**src/csr_pkg.sv**
```systemverilog
`default_nettype none

package csr_pkg;

    localparam int data_w     = 32;
    localparam int csr_num_w  = 14;
    localparam int ecode_w    = 6;
    localparam int esubcode_w = 9;
    localparam int hw_int_w   = 8;
    localparam int int_w      = 13;

    localparam logic [int_w-1:0]  ecfg_lie_mask = 13'h1bff;  // LIE bit 10 is reserved
    localparam logic [data_w-1:0] timer_idle    = '1;

    localparam logic [csr_num_w-1:0] csr_crmd   = 14'h000;
    localparam logic [csr_num_w-1:0] csr_prmd   = 14'h001;
    localparam logic [csr_num_w-1:0] csr_ecfg   = 14'h004;
    localparam logic [csr_num_w-1:0] csr_estat  = 14'h005;
    localparam logic [csr_num_w-1:0] csr_era    = 14'h006;
    localparam logic [csr_num_w-1:0] csr_eentry = 14'h00c;
    localparam logic [csr_num_w-1:0] csr_save0  = 14'h030;  // SAVE n at csr_save0 + n
    localparam logic [csr_num_w-1:0] csr_tcfg   = 14'h041;
    localparam logic [csr_num_w-1:0] csr_tval   = 14'h042;
    localparam logic [csr_num_w-1:0] csr_ticlr  = 14'h044;

    localparam int crmd_plv_lo       = 0;
    localparam int crmd_ie_bit       = 2;
    localparam int crmd_da_bit       = 3;
    localparam int crmd_pg_bit       = 4;
    localparam int crmd_datf_lo      = 5;
    localparam int crmd_datm_lo      = 7;
    localparam int prmd_pplv_lo      = 0;
    localparam int prmd_pie_bit      = 2;
    localparam int estat_hw_lo       = 2;   // Software bits sit below this
    localparam int estat_rsv_bit     = 10;
    localparam int estat_timer_bit   = 11;
    localparam int estat_ipi_bit     = 12;
    localparam int estat_ecode_lo    = 16;
    localparam int estat_esubcode_lo = 22;
    localparam int eentry_va_lo      = 6;
    localparam int tcfg_en_bit       = 0;
    localparam int tcfg_periodic_bit = 1;
    localparam int tcfg_initval_lo   = 2;
    localparam int ticlr_clr_bit     = 0;

    typedef struct packed {
        logic                 we;
        logic [csr_num_w-1:0] num;
        logic [data_w-1:0]    mask;
        logic [data_w-1:0]    value;
    } csr_wr_t;

    typedef struct packed {
        logic                  valid;
        logic [ecode_w-1:0]    ecode;
        logic [esubcode_w-1:0] esubcode;
        logic [data_w-1:0]     pc;
    } exc_evt_t;

    function automatic logic [data_w-1:0] masked_merge(
        input logic [data_w-1:0] old_val,
        input logic [data_w-1:0] mask,
        input logic [data_w-1:0] new_val
    );
        return (mask & new_val) | (~mask & old_val);
    endfunction

endpackage

`default_nettype wire

```
**src/csr_mode_ctrl.sv**
```systemverilog
`timescale 1ns/1ps
`default_nettype none

module csr_mode_ctrl (
    input  logic                          clk,
    input  logic                          reset,
    input  logic [csr_pkg::csr_num_w-1:0] csr_num,
    input  csr_pkg::csr_wr_t              wr,
    input  csr_pkg::exc_evt_t             exc,
    input  logic                          ertn_flush,
    output logic [csr_pkg::data_w-1:0]    rvalue,
    output logic                          crmd_ie,
    output logic [1:0]                    crmd_plv,
    output logic [csr_pkg::data_w-1:0]    ex_entry,
    output logic [csr_pkg::data_w-1:0]    ertn_entry
);
    import csr_pkg::*;

    logic                           crmd_da;
    logic                           crmd_pg;
    logic [1:0]                     crmd_datf;
    logic [1:0]                     crmd_datm;
    logic [1:0]                     prmd_pplv;
    logic                           prmd_pie;
    logic [data_w-1:0]              era_pc;
    logic [data_w-eentry_va_lo-1:0] eentry_va;

    logic [data_w-1:0] crmd_rd;
    logic [data_w-1:0] prmd_rd;
    logic [data_w-1:0] eentry_rd;
    logic [data_w-1:0] crmd_nxt;
    logic [data_w-1:0] prmd_nxt;
    logic [data_w-1:0] era_nxt;
    logic [data_w-1:0] eentry_nxt;
    logic              wr_crmd;
    logic              wr_prmd;
    logic              wr_era;
    logic              wr_eentry;

    assign wr_crmd   = wr.we && (wr.num == csr_crmd);
    assign wr_prmd   = wr.we && (wr.num == csr_prmd);
    assign wr_era    = wr.we && (wr.num == csr_era);
    assign wr_eentry = wr.we && (wr.num == csr_eentry);

    always_comb begin
        crmd_rd                    = '0;
        crmd_rd[crmd_plv_lo +: 2]  = crmd_plv;
        crmd_rd[crmd_ie_bit]       = crmd_ie;
        crmd_rd[crmd_da_bit]       = crmd_da;
        crmd_rd[crmd_pg_bit]       = crmd_pg;
        crmd_rd[crmd_datf_lo +: 2] = crmd_datf;
        crmd_rd[crmd_datm_lo +: 2] = crmd_datm;
        prmd_rd                    = '0;
        prmd_rd[prmd_pplv_lo +: 2] = prmd_pplv;
        prmd_rd[prmd_pie_bit]      = prmd_pie;
    end

    assign eentry_rd = {eentry_va, {eentry_va_lo{1'b0}}};  // Entry is 64-byte aligned

    assign crmd_nxt   = masked_merge(crmd_rd, wr.mask, wr.value);
    assign prmd_nxt   = masked_merge(prmd_rd, wr.mask, wr.value);
    assign era_nxt    = masked_merge(era_pc, wr.mask, wr.value);
    assign eentry_nxt = masked_merge(eentry_rd, wr.mask, wr.value);

    always_ff @(posedge clk) begin
        if (reset) begin
            crmd_plv <= 2'b0;
            crmd_ie  <= 1'b0;
        end else if (exc.valid) begin  // Enter kernel with interrupts off
            crmd_plv <= 2'b0;
            crmd_ie  <= 1'b0;
        end else if (ertn_flush) begin
            crmd_plv <= prmd_pplv;
            crmd_ie  <= prmd_pie;
        end else if (wr_crmd) begin
            crmd_plv <= crmd_nxt[crmd_plv_lo +: 2];
            crmd_ie  <= crmd_nxt[crmd_ie_bit];
        end
    end

    always_ff @(posedge clk) begin
        if (reset) begin
            crmd_da   <= 1'b1;  // Direct address mode out of reset
            crmd_pg   <= 1'b0;
            crmd_datf <= 2'b0;
            crmd_datm <= 2'b0;
        end else if (wr_crmd) begin
            crmd_da   <= crmd_nxt[crmd_da_bit];
            crmd_pg   <= crmd_nxt[crmd_pg_bit];
            crmd_datf <= crmd_nxt[crmd_datf_lo +: 2];
            crmd_datm <= crmd_nxt[crmd_datm_lo +: 2];
        end
    end

    always_ff @(posedge clk) begin
        if (reset) begin
            prmd_pplv <= 2'b0;
            prmd_pie  <= 1'b0;
            era_pc    <= '0;
        end else if (exc.valid) begin
            prmd_pplv <= crmd_plv;
            prmd_pie  <= crmd_ie;
            era_pc    <= exc.pc;
        end else begin
            if (wr_prmd) begin
                prmd_pplv <= prmd_nxt[prmd_pplv_lo +: 2];
                prmd_pie  <= prmd_nxt[prmd_pie_bit];
            end
            if (wr_era) begin
                era_pc <= era_nxt;
            end
        end
    end

    always_ff @(posedge clk) begin
        if (reset) begin
            eentry_va <= '0;
        end else if (wr_eentry) begin
            eentry_va <= eentry_nxt[data_w-1:eentry_va_lo];
        end
    end

    always_comb begin
        case (csr_num)
            csr_crmd:   rvalue = crmd_rd;
            csr_prmd:   rvalue = prmd_rd;
            csr_era:    rvalue = era_pc;
            csr_eentry: rvalue = eentry_rd;
            default:    rvalue = '0;
        endcase
    end

    assign ex_entry   = eentry_rd;
    assign ertn_entry = era_pc;

    // Writeback never retires an exception and an ertn together
    a_exc_ertn_excl: assert property (@(posedge clk) disable iff (reset)
        !(exc.valid && ertn_flush))
        else $error("exception and ertn in the same cycle");

endmodule

`default_nettype wire

```
**src/csr_int_status.sv**
```systemverilog
`timescale 1ns/1ps
`default_nettype none

module csr_int_status (
    input  logic                          clk,
    input  logic                          reset,
    input  logic [csr_pkg::csr_num_w-1:0] csr_num,
    input  csr_pkg::csr_wr_t              wr,
    input  csr_pkg::exc_evt_t             exc,
    input  logic                          crmd_ie,
    input  logic                          timer_zero,
    input  logic [csr_pkg::hw_int_w-1:0]  hw_int_in,
    input  logic                          ipi_int_in,
    output logic [csr_pkg::data_w-1:0]    rvalue,
    output logic                          has_int
);
    import csr_pkg::*;

    logic [int_w-1:0]      ecfg_lie;
    logic [int_w-1:0]      estat_is;
    logic [ecode_w-1:0]    estat_ecode;
    logic [esubcode_w-1:0] estat_esubcode;

    logic [data_w-1:0] ecfg_rd;
    logic [data_w-1:0] estat_rd;
    logic [data_w-1:0] ecfg_nxt;
    logic [data_w-1:0] estat_nxt;
    logic              wr_ecfg;
    logic              wr_estat;
    logic              ticlr_clr;

    assign wr_ecfg   = wr.we && (wr.num == csr_ecfg);
    assign wr_estat  = wr.we && (wr.num == csr_estat);
    assign ticlr_clr = wr.we && (wr.num == csr_ticlr)
                    && wr.mask[ticlr_clr_bit] && wr.value[ticlr_clr_bit];

    assign ecfg_rd = {{(data_w-int_w){1'b0}}, ecfg_lie};

    always_comb begin
        estat_rd                                  = '0;
        estat_rd[int_w-1:0]                       = estat_is;
        estat_rd[estat_ecode_lo +: ecode_w]       = estat_ecode;
        estat_rd[estat_esubcode_lo +: esubcode_w] = estat_esubcode;
    end

    assign ecfg_nxt  = masked_merge(ecfg_rd, wr.mask, wr.value);
    assign estat_nxt = masked_merge(estat_rd, wr.mask, wr.value);

    always_ff @(posedge clk) begin
        if (reset) begin
            ecfg_lie <= '0;
        end else if (wr_ecfg) begin
            ecfg_lie <= ecfg_nxt[int_w-1:0] & ecfg_lie_mask;
        end
    end

    always_ff @(posedge clk) begin
        if (reset) begin
            estat_is <= '0;
        end else begin
            if (wr_estat) begin
                estat_is[estat_hw_lo-1:0] <= estat_nxt[estat_hw_lo-1:0];  // Software bits
            end
            estat_is[estat_hw_lo +: hw_int_w] <= hw_int_in;
            estat_is[estat_rsv_bit]           <= 1'b0;
            if (timer_zero) begin
                estat_is[estat_timer_bit] <= 1'b1;  // Set wins over TICLR
            end else if (ticlr_clr) begin
                estat_is[estat_timer_bit] <= 1'b0;
            end
            estat_is[estat_ipi_bit] <= ipi_int_in;
        end
    end

    always_ff @(posedge clk) begin
        if (reset) begin
            estat_ecode    <= '0;
            estat_esubcode <= '0;
        end else if (exc.valid) begin
            estat_ecode    <= exc.ecode;
            estat_esubcode <= exc.esubcode;
        end
    end

    always_comb begin
        case (csr_num)
            csr_ecfg:  rvalue = ecfg_rd;
            csr_estat: rvalue = estat_rd;
            csr_ticlr: rvalue = '0;  // Write-only clear
            default:   rvalue = '0;
        endcase
    end

    assign has_int = (|(estat_is & ecfg_lie)) && crmd_ie;

    // A timer hit is never lost to a TICLR in the same cycle
    a_timer_set_wins: assert property (@(posedge clk) disable iff (reset)
        timer_zero |=> estat_is[estat_timer_bit])
        else $error("timer bit not set after the counter reached zero");

endmodule

`default_nettype wire

```
**src/csr_timer.sv**
```systemverilog
`timescale 1ns/1ps
`default_nettype none

module csr_timer (
    input  logic                          clk,
    input  logic                          reset,
    input  logic [csr_pkg::csr_num_w-1:0] csr_num,
    input  csr_pkg::csr_wr_t              wr,
    output logic [csr_pkg::data_w-1:0]    rvalue,
    output logic                          timer_zero
);
    import csr_pkg::*;

    logic                              tcfg_en;
    logic                              tcfg_periodic;
    logic [data_w-tcfg_initval_lo-1:0] tcfg_initval;
    logic [data_w-1:0]                 timer_cnt;

    logic [data_w-1:0] tcfg_rd;
    logic [data_w-1:0] tcfg_nxt;
    logic              wr_tcfg;
    logic              load;

    assign wr_tcfg  = wr.we && (wr.num == csr_tcfg);
    assign tcfg_rd  = {tcfg_initval, tcfg_periodic, tcfg_en};
    assign tcfg_nxt = masked_merge(tcfg_rd, wr.mask, wr.value);
    assign load     = wr_tcfg && tcfg_nxt[tcfg_en_bit];  // Start from the new INITVAL

    always_ff @(posedge clk) begin
        if (reset) begin
            tcfg_en       <= 1'b0;
            tcfg_periodic <= 1'b0;
            tcfg_initval  <= '0;
        end else if (wr_tcfg) begin
            tcfg_en       <= tcfg_nxt[tcfg_en_bit];
            tcfg_periodic <= tcfg_nxt[tcfg_periodic_bit];
            tcfg_initval  <= tcfg_nxt[data_w-1:tcfg_initval_lo];
        end
    end

    always_ff @(posedge clk) begin
        if (reset) begin
            timer_cnt <= timer_idle;
        end else if (load) begin
            timer_cnt <= {tcfg_nxt[data_w-1:tcfg_initval_lo], {tcfg_initval_lo{1'b0}}};
        end else if (tcfg_en && (timer_cnt != timer_idle)) begin
            if (timer_cnt == '0) begin
                timer_cnt <= tcfg_periodic ? {tcfg_initval, {tcfg_initval_lo{1'b0}}}
                                           : timer_idle;  // One-shot parks at idle
            end else begin
                timer_cnt <= timer_cnt - 1'b1;
            end
        end
    end

    assign timer_zero = (timer_cnt == '0);

    always_comb begin
        case (csr_num)
            csr_tcfg: rvalue = tcfg_rd;
            csr_tval: rvalue = timer_cnt;
            default:  rvalue = '0;
        endcase
    end

    a_cnt_hold: assert property (@(posedge clk) disable iff (reset)
        (!tcfg_en && !load) |=> $stable(timer_cnt))
        else $error("timer counter moved while disabled");

endmodule

`default_nettype wire

```
**src/csr_scratch.sv**
```systemverilog
`timescale 1ns/1ps
`default_nettype none

module csr_scratch #(
    parameter int num_save = 4
) (
    input  logic                          clk,
    input  logic                          reset,
    input  logic [csr_pkg::csr_num_w-1:0] csr_num,
    input  csr_pkg::csr_wr_t              wr,
    output logic [csr_pkg::data_w-1:0]    rvalue
);
    import csr_pkg::*;

    logic [num_save-1:0][data_w-1:0] save_rd;

    for (genvar i = 0; i < num_save; i++) begin : g_save
        localparam logic [csr_num_w-1:0] save_num = csr_save0 + csr_num_w'(i);

        logic [data_w-1:0] save_q;

        always_ff @(posedge clk) begin
            if (reset) begin
                save_q <= '0;
            end else if (wr.we && (wr.num == save_num)) begin
                save_q <= masked_merge(save_q, wr.mask, wr.value);
            end
        end

        assign save_rd[i] = (csr_num == save_num) ? save_q : '0;
    end

    // At most one entry matches the read address
    always_comb begin
        rvalue = '0;
        for (int i = 0; i < num_save; i++) begin
            rvalue = rvalue | save_rd[i];
        end
    end

endmodule

`default_nettype wire

```
**src/csr_file.sv**
```systemverilog
`timescale 1ns/1ps
`default_nettype none

module csr_file #(
    parameter int num_save = 4
) (
    input  logic                          clk,
    input  logic                          reset,
    input  logic [csr_pkg::csr_num_w-1:0] csr_num,
    input  csr_pkg::csr_wr_t              wr,
    input  csr_pkg::exc_evt_t             exc,
    input  logic                          ertn_flush,
    input  logic [csr_pkg::hw_int_w-1:0]  hw_int_in,
    input  logic                          ipi_int_in,
    output logic [csr_pkg::data_w-1:0]    csr_rvalue,
    output logic                          has_int,
    output logic [csr_pkg::data_w-1:0]    ex_entry,
    output logic [csr_pkg::data_w-1:0]    ertn_entry,
    output logic [1:0]                    crmd_plv
);
    import csr_pkg::*;

    logic [data_w-1:0] mode_rvalue;
    logic [data_w-1:0] int_rvalue;
    logic [data_w-1:0] timer_rvalue;
    logic [data_w-1:0] save_rvalue;
    logic              crmd_ie;
    logic              timer_zero;

    csr_mode_ctrl u_mode_ctrl (
        .clk        (clk),
        .reset      (reset),
        .csr_num    (csr_num),
        .wr         (wr),
        .exc        (exc),
        .ertn_flush (ertn_flush),
        .rvalue     (mode_rvalue),
        .crmd_ie    (crmd_ie),
        .crmd_plv   (crmd_plv),
        .ex_entry   (ex_entry),
        .ertn_entry (ertn_entry)
    );

    csr_int_status u_int_status (
        .clk        (clk),
        .reset      (reset),
        .csr_num    (csr_num),
        .wr         (wr),
        .exc        (exc),
        .crmd_ie    (crmd_ie),
        .timer_zero (timer_zero),
        .hw_int_in  (hw_int_in),
        .ipi_int_in (ipi_int_in),
        .rvalue     (int_rvalue),
        .has_int    (has_int)
    );

    csr_timer u_timer (
        .clk        (clk),
        .reset      (reset),
        .csr_num    (csr_num),
        .wr         (wr),
        .rvalue     (timer_rvalue),
        .timer_zero (timer_zero)
    );

    csr_scratch #(
        .num_save (num_save)
    ) u_scratch (
        .clk    (clk),
        .reset  (reset),
        .csr_num(csr_num),
        .wr     (wr),
        .rvalue (save_rvalue)
    );

    // Unselected blocks return zero
    assign csr_rvalue = mode_rvalue | int_rvalue | timer_rvalue | save_rvalue;

endmodule

`default_nettype wire

```
**config.mk**
```make
export PLATFORM = sky130hd
export DESIGN_NAME = csr_file
export DESIGN_NICKNAME = d
export VERILOG_FILES = /design/src/csr_pkg.sv /design/src/csr_mode_ctrl.sv /design/src/csr_int_status.sv /design/src/csr_timer.sv /design/src/csr_scratch.sv /design/src/csr_file.sv
export SDC_FILE = /design/constraint.sdc
export NUM_CORES = 1
export LEC_CHECK = 0
export ABC_CLOCK_PERIOD_IN_PS = 2900
export BUFFER_PORTS_ARGS = -buffer_cell sky130_fd_sc_hd__buf_4
export CAP_MARGIN = 5
export CORE_UTILIZATION = 30
export CTS_BUF_LIST = sky130_fd_sc_hd__clkbuf_4 sky130_fd_sc_hd__clkbuf_8
export CTS_CLUSTER_DIAMETER = 40
export DETAILED_ROUTE_END_ITERATION = 10
export GPL_TIMING_DRIVEN = 1
export MAX_ROUTING_LAYER = met4
export PLACE_DENSITY = 0.55
export SETUP_SLACK_MARGIN = 0.4
export SYNTH_ARGS = -nofsm -noshare
export SYNTH_HDL_FRONTEND = slang
export SYNTH_HIERARCHICAL = 1
export SYNTH_SLANG_ARGS = --single-unit
```
**constraint.sdc**
```tcl
create_clock -name clk -period 2.9 [get_ports clk]
set_input_delay 0.29 -clock clk [delete_from_list [all_inputs] [get_ports clk]]
set_output_delay 0.29 -clock clk [all_outputs]
set_load 0.01 [all_outputs]
```
==> impl_metrics.csv <==
group,metric,value,unit
detailed_routing,postRouteAntennaNets,0,
cells_and_area,finish.net_count,2513,
sta,period_share,91.2,%
clock_network,htreeDepth,2,
sta,setup_slack,254,ps
synthesis,post_synth_inst_count,1957,
sta,tightest_slew,703,ps
placement,finalWeightedCongestion,0.936,
clock_network,clock_insertion_delay_worst_skew,680,ps
synthesis,postSynth.topFlopCell,"sky130_fd_sc_hd__dfxtp_1",
cells_and_area,most-common-layout-cells,"sky130_fd_sc_hd__dfxtp_1, sky130_fd_sc_hd__buf_4, sky130_fd_sc_hd__a21oi_1",
detailed_routing,route.detailed.vias_per_inst,5.80,
sta,fmax,0.378,GHz
critical_path,cpPeakStageDelay,590,ps
critical_path,critical_path.cell_chain,"buf_8 -> or4_4 -> or4b_4 -> nor2_8 -> buf_12 -> buf_16 -> a22o_1 -> or4_4 -> buf_6",
job,timing.max_cap.violations,0,
synthesis,synth_edf_count,0,
synthesis,sequential_to_total_area_share_from_yosys_stat,36.5,%
sta,worst_slew_margin_rel,53.0,%
synthesis,synth-warning-count,6,
detailed_routing,wl_per_cell,23.9,um
global_route,global_route_wire_length_before_repair,108000,um
floorplanning,placementRows,85,
synthesis,post-synth-top-area-fraction,36.5,%
global_route,groute.usage.overall,25.9,%
cells_and_area,final_layout_size_suffix_gt1_share,26.3,%
critical_path,critPathArrivalTime,2360,ps
power,power_density,434,mW/mm^2
floorplanning,die-width,236,um
clock_network,cts.root.buffer_cell,"sky130_fd_sc_hd__clkbuf_8",
cells_and_area,leading_cell_type_in_the_layout_fill_and_taps_excluded,"sky130_fd_sc_hd__dfxtp_1",
synthesis,synth.top_cells.by_area,"sky130_fd_sc_hd__dfxtp_1, sky130_fd_sc_hd__a21oi_1, sky130_fd_sc_hd__o21ai_0",
floorplanning,core_area,0.0540,mm^2
global_route,grt_start_max_net_pins,107,
clock_network,clock_buffers_created_by_tritoncts,56,
global_route,number_of_antenna_violations_at_the_first_check_in_global_routing,4,
placement,io_port_bufs,245,
critical_path,cp_slowest_cell,"sky130_fd_sc_hd__or4b_4",
synthesis,synthesis.area,0.0165,mm^2
placement,dp_slack,192,ps
global_route,gr-total-overflow,0,
critical_path,setup.worst_path.start_class,"input pin",
clock_network,cts_sinks,301,
sta,maxSlewViolCount,0,
cells_and_area,multi_input_comb_area,0.00949,mm^2
sta,finalClockSkew,34.5,ps
floorplanning,pin_count,252,
cells_and_area,register_area,0.00604,mm^2
synthesis,async_flop_share,0,%
detailed_routing,wirelength,74100,um
floorplanning,floorplan.die_area,0.0559,mm^2
critical_path,crit_fanout,8,
sta,final.min_clock_period,2650,ps
power,cellLeakagePower,8.74,nW
cells_and_area,fillerInstances,5312,
detailed_routing,num_vias,17970,
placement,dp_hpwl,48900,um
sta,rsz0062_at_grt,"true",
synthesis,syn_avg_cell_area,8.43,um^2
clock_network,clkTransAtPathRegs,60,ps
detailed_routing,remaining_drc_errors,0,
clock_network,cts_tree,"built",
sta,setup_total_negative_slack,0,ps
cells_and_area,layout.core_utilization,41.9,%
worst_hold_path,hold_path_class,"input pin to flip-flop",
synthesis,synthDominantAreaCellType,"sky130_fd_sc_hd__dfxtp_1",
floorplanning,chipHeight,236,um
critical_path,critical_path.top_delay_family,"simple AND/OR/NAND/NOR gates",
floorplanning,initial_core_util,30.5,%
sta,report.final.hold_viol_count,0,
clock_network,cts_max_path_buffers,3,
cells_and_area,area.growth.synth_to_final,37.4,%
critical_path,end_kind,"primary output",
global_route,vias_in_the_first_global_route,17338,
sta,timing.final.setup_violations,0,
outcome,outcome,"completed",
detailed_routing,first_pass_iters,6,
synthesis,ys_types,75,
critical_path,crit_path_frequent_cell,"sky130_fd_sc_hd__or4_4",
power,power.ir.vdd_worst,0.000339,V
critical_path,criticalPathCategory,"input pin to primary output",
critical_path,worst-path-buf-inv,4,
synthesis,yosys_register_bits,301,
critical_path,cp.required,2610,ps
detailed_routing,drt-initial-drc-count,1944,
[metal layers]
layer | vias up | wire [um] | GRT usage, %
met2 | 885 | 34400 | 40.0
li1 | 8070 | - | -
met3 | 152 | 5390 | 3.43
met1 | 8863 | 32100 | 34.3
met5 | - | 0 | -
met4 | 0 | 2220 | 9.86
[worst reg2reg max path, stage by stage (launching register included)]
cell                      delay, ps
sky130_fd_sc_hd__dfxtp_4        370
sky130_fd_sc_hd__or4_4          520
sky130_fd_sc_hd__or4_4          530
sky130_fd_sc_hd__nor4_4         250
sky130_fd_sc_hd__buf_4          190
sky130_fd_sc_hd__buf_6          110
sky130_fd_sc_hd__buf_12         100
sky130_fd_sc_hd__buf_12         130
sky130_fd_sc_hd__buf_12         110
sky130_fd_sc_hd__nor2_4          30
sky130_fd_sc_hd__o31ai_2        190
[path summary, 6_finish.rpt]
path                        start                     to  slack (ps)  cells after the start
max                    csr_num[5]         csr_rvalue[24]         250                      9
min                        wr[70]              flip-flop          50                      3
max reg2reg  u_timer/timer_cnt[9]  u_timer/timer_cnt[23]         320                     10
min reg2reg             flip-flop              flip-flop         480                      2
[synth_stat cells, types with 6 or more instances]
library cell / count
sky130_fd_sc_hd__inv_1: 141
sky130_fd_sc_hd__nand4_1: 46
sky130_fd_sc_hd__nor4bb_1: 6
sky130_fd_sc_hd__nand2_1: 57
sky130_fd_sc_hd__and2_1: 20
sky130_fd_sc_hd__mux4_2: 32
sky130_fd_sc_hd__nor4b_1: 10
sky130_fd_sc_hd__o21ai_0: 171
sky130_fd_sc_hd__nand3b_1: 7
sky130_fd_sc_hd__mux2_2: 30
sky130_fd_sc_hd__nor2_1: 96
sky130_fd_sc_hd__nand3_1: 152
sky130_fd_sc_hd__xor2_1: 14
sky130_fd_sc_hd__a21oi_1: 182
sky130_fd_sc_hd__buf_6: 6
sky130_fd_sc_hd__nor3_1: 17
sky130_fd_sc_hd__nor4_1: 17
sky130_fd_sc_hd__o22ai_1: 7
sky130_fd_sc_hd__nor3b_1: 8
sky130_fd_sc_hd__o21ai_1: 39
sky130_fd_sc_hd__a221oi_1: 63
sky130_fd_sc_hd__a22o_1: 73
sky130_fd_sc_hd__buf_2: 41
sky130_fd_sc_hd__xnor2_1: 9
sky130_fd_sc_hd__mux2i_1: 53
sky130_fd_sc_hd__clkbuf_1: 95
sky130_fd_sc_hd__buf_4: 14
sky130_fd_sc_hd__o31ai_1: 11
sky130_fd_sc_hd__a21o_1: 6
sky130_fd_sc_hd__or3_1: 6
sky130_fd_sc_hd__and4_1: 7
sky130_fd_sc_hd__or4_1: 36
sky130_fd_sc_hd__a31o_2: 23
sky130_fd_sc_hd__nor2b_1: 46
sky130_fd_sc_hd__dfxtp_1: 301
sky130_fd_sc_hd__a31oi_1: 38
sky130_fd_sc_hd__nand2b_1: 6
[power breakdown]
| group | internal [mW] | switching (mW) |
|---|---|---|
| registers | 4.19 | 0.0538 |
| clock network | 2.61 | 1.97 |
| logic | 0.452 | 0.569 |
| total | 7.25 | 2.59 |
[cells by family (layout without fill, tap and decap cells)]
group,after synthesis,in the layout,share of synthesized area (%)
other,2,14,0.0455
AO/OA/AOI/OAI,631,631,23.8
XOR/XNOR,23,23,1.22
multiplexers,115,115,9.64
flip-flops,301,301,36.5
AND/OR/NAND/NOR,579,580,20.5
buffers and inverters,303,736,8.01
adder cells (fa/ha/maj),3,3,0.228
[per-stage QoR]
step / power (mW) / cell area, um^2 / hold WS, ps / std cells
5_1_grt: 10.2 / 22700 / 54.3 / 3099
3_3_place_gp: 5.16 / 19100 / 453 / 2812
6_report: 9.85 / 22700 / 47.5 / 3099
2_1_floorplan: 4.64 / 16500 / 399 / 1966
4_1_cts: 9.90 / 22300 / 8.05 / 3075
3_5_place_dp: 5.17 / 19100 / 462 / 2812
[cell type report]
class	instances	area share, %
clock buffers	86	4.86
multi-input cells	1363	41.9
well taps	696	3.84
inverters	141	2.34
repair buffers	494	19.7
diodes	3	0.0331
flip-flops and latches	301	26.6
clock inverters	15	0.657
[what timing repair did]
item                                    CTS  global route
endpoints found under the setup margin   51            62
buffers inserted                          8            19
cloned                                    1             2
endpoints found under the hold margin   261             0
pin swaps                                30            35
resized for setup                        75            57
hold buffers                            153             0
(Power assumes the default switching activity.)
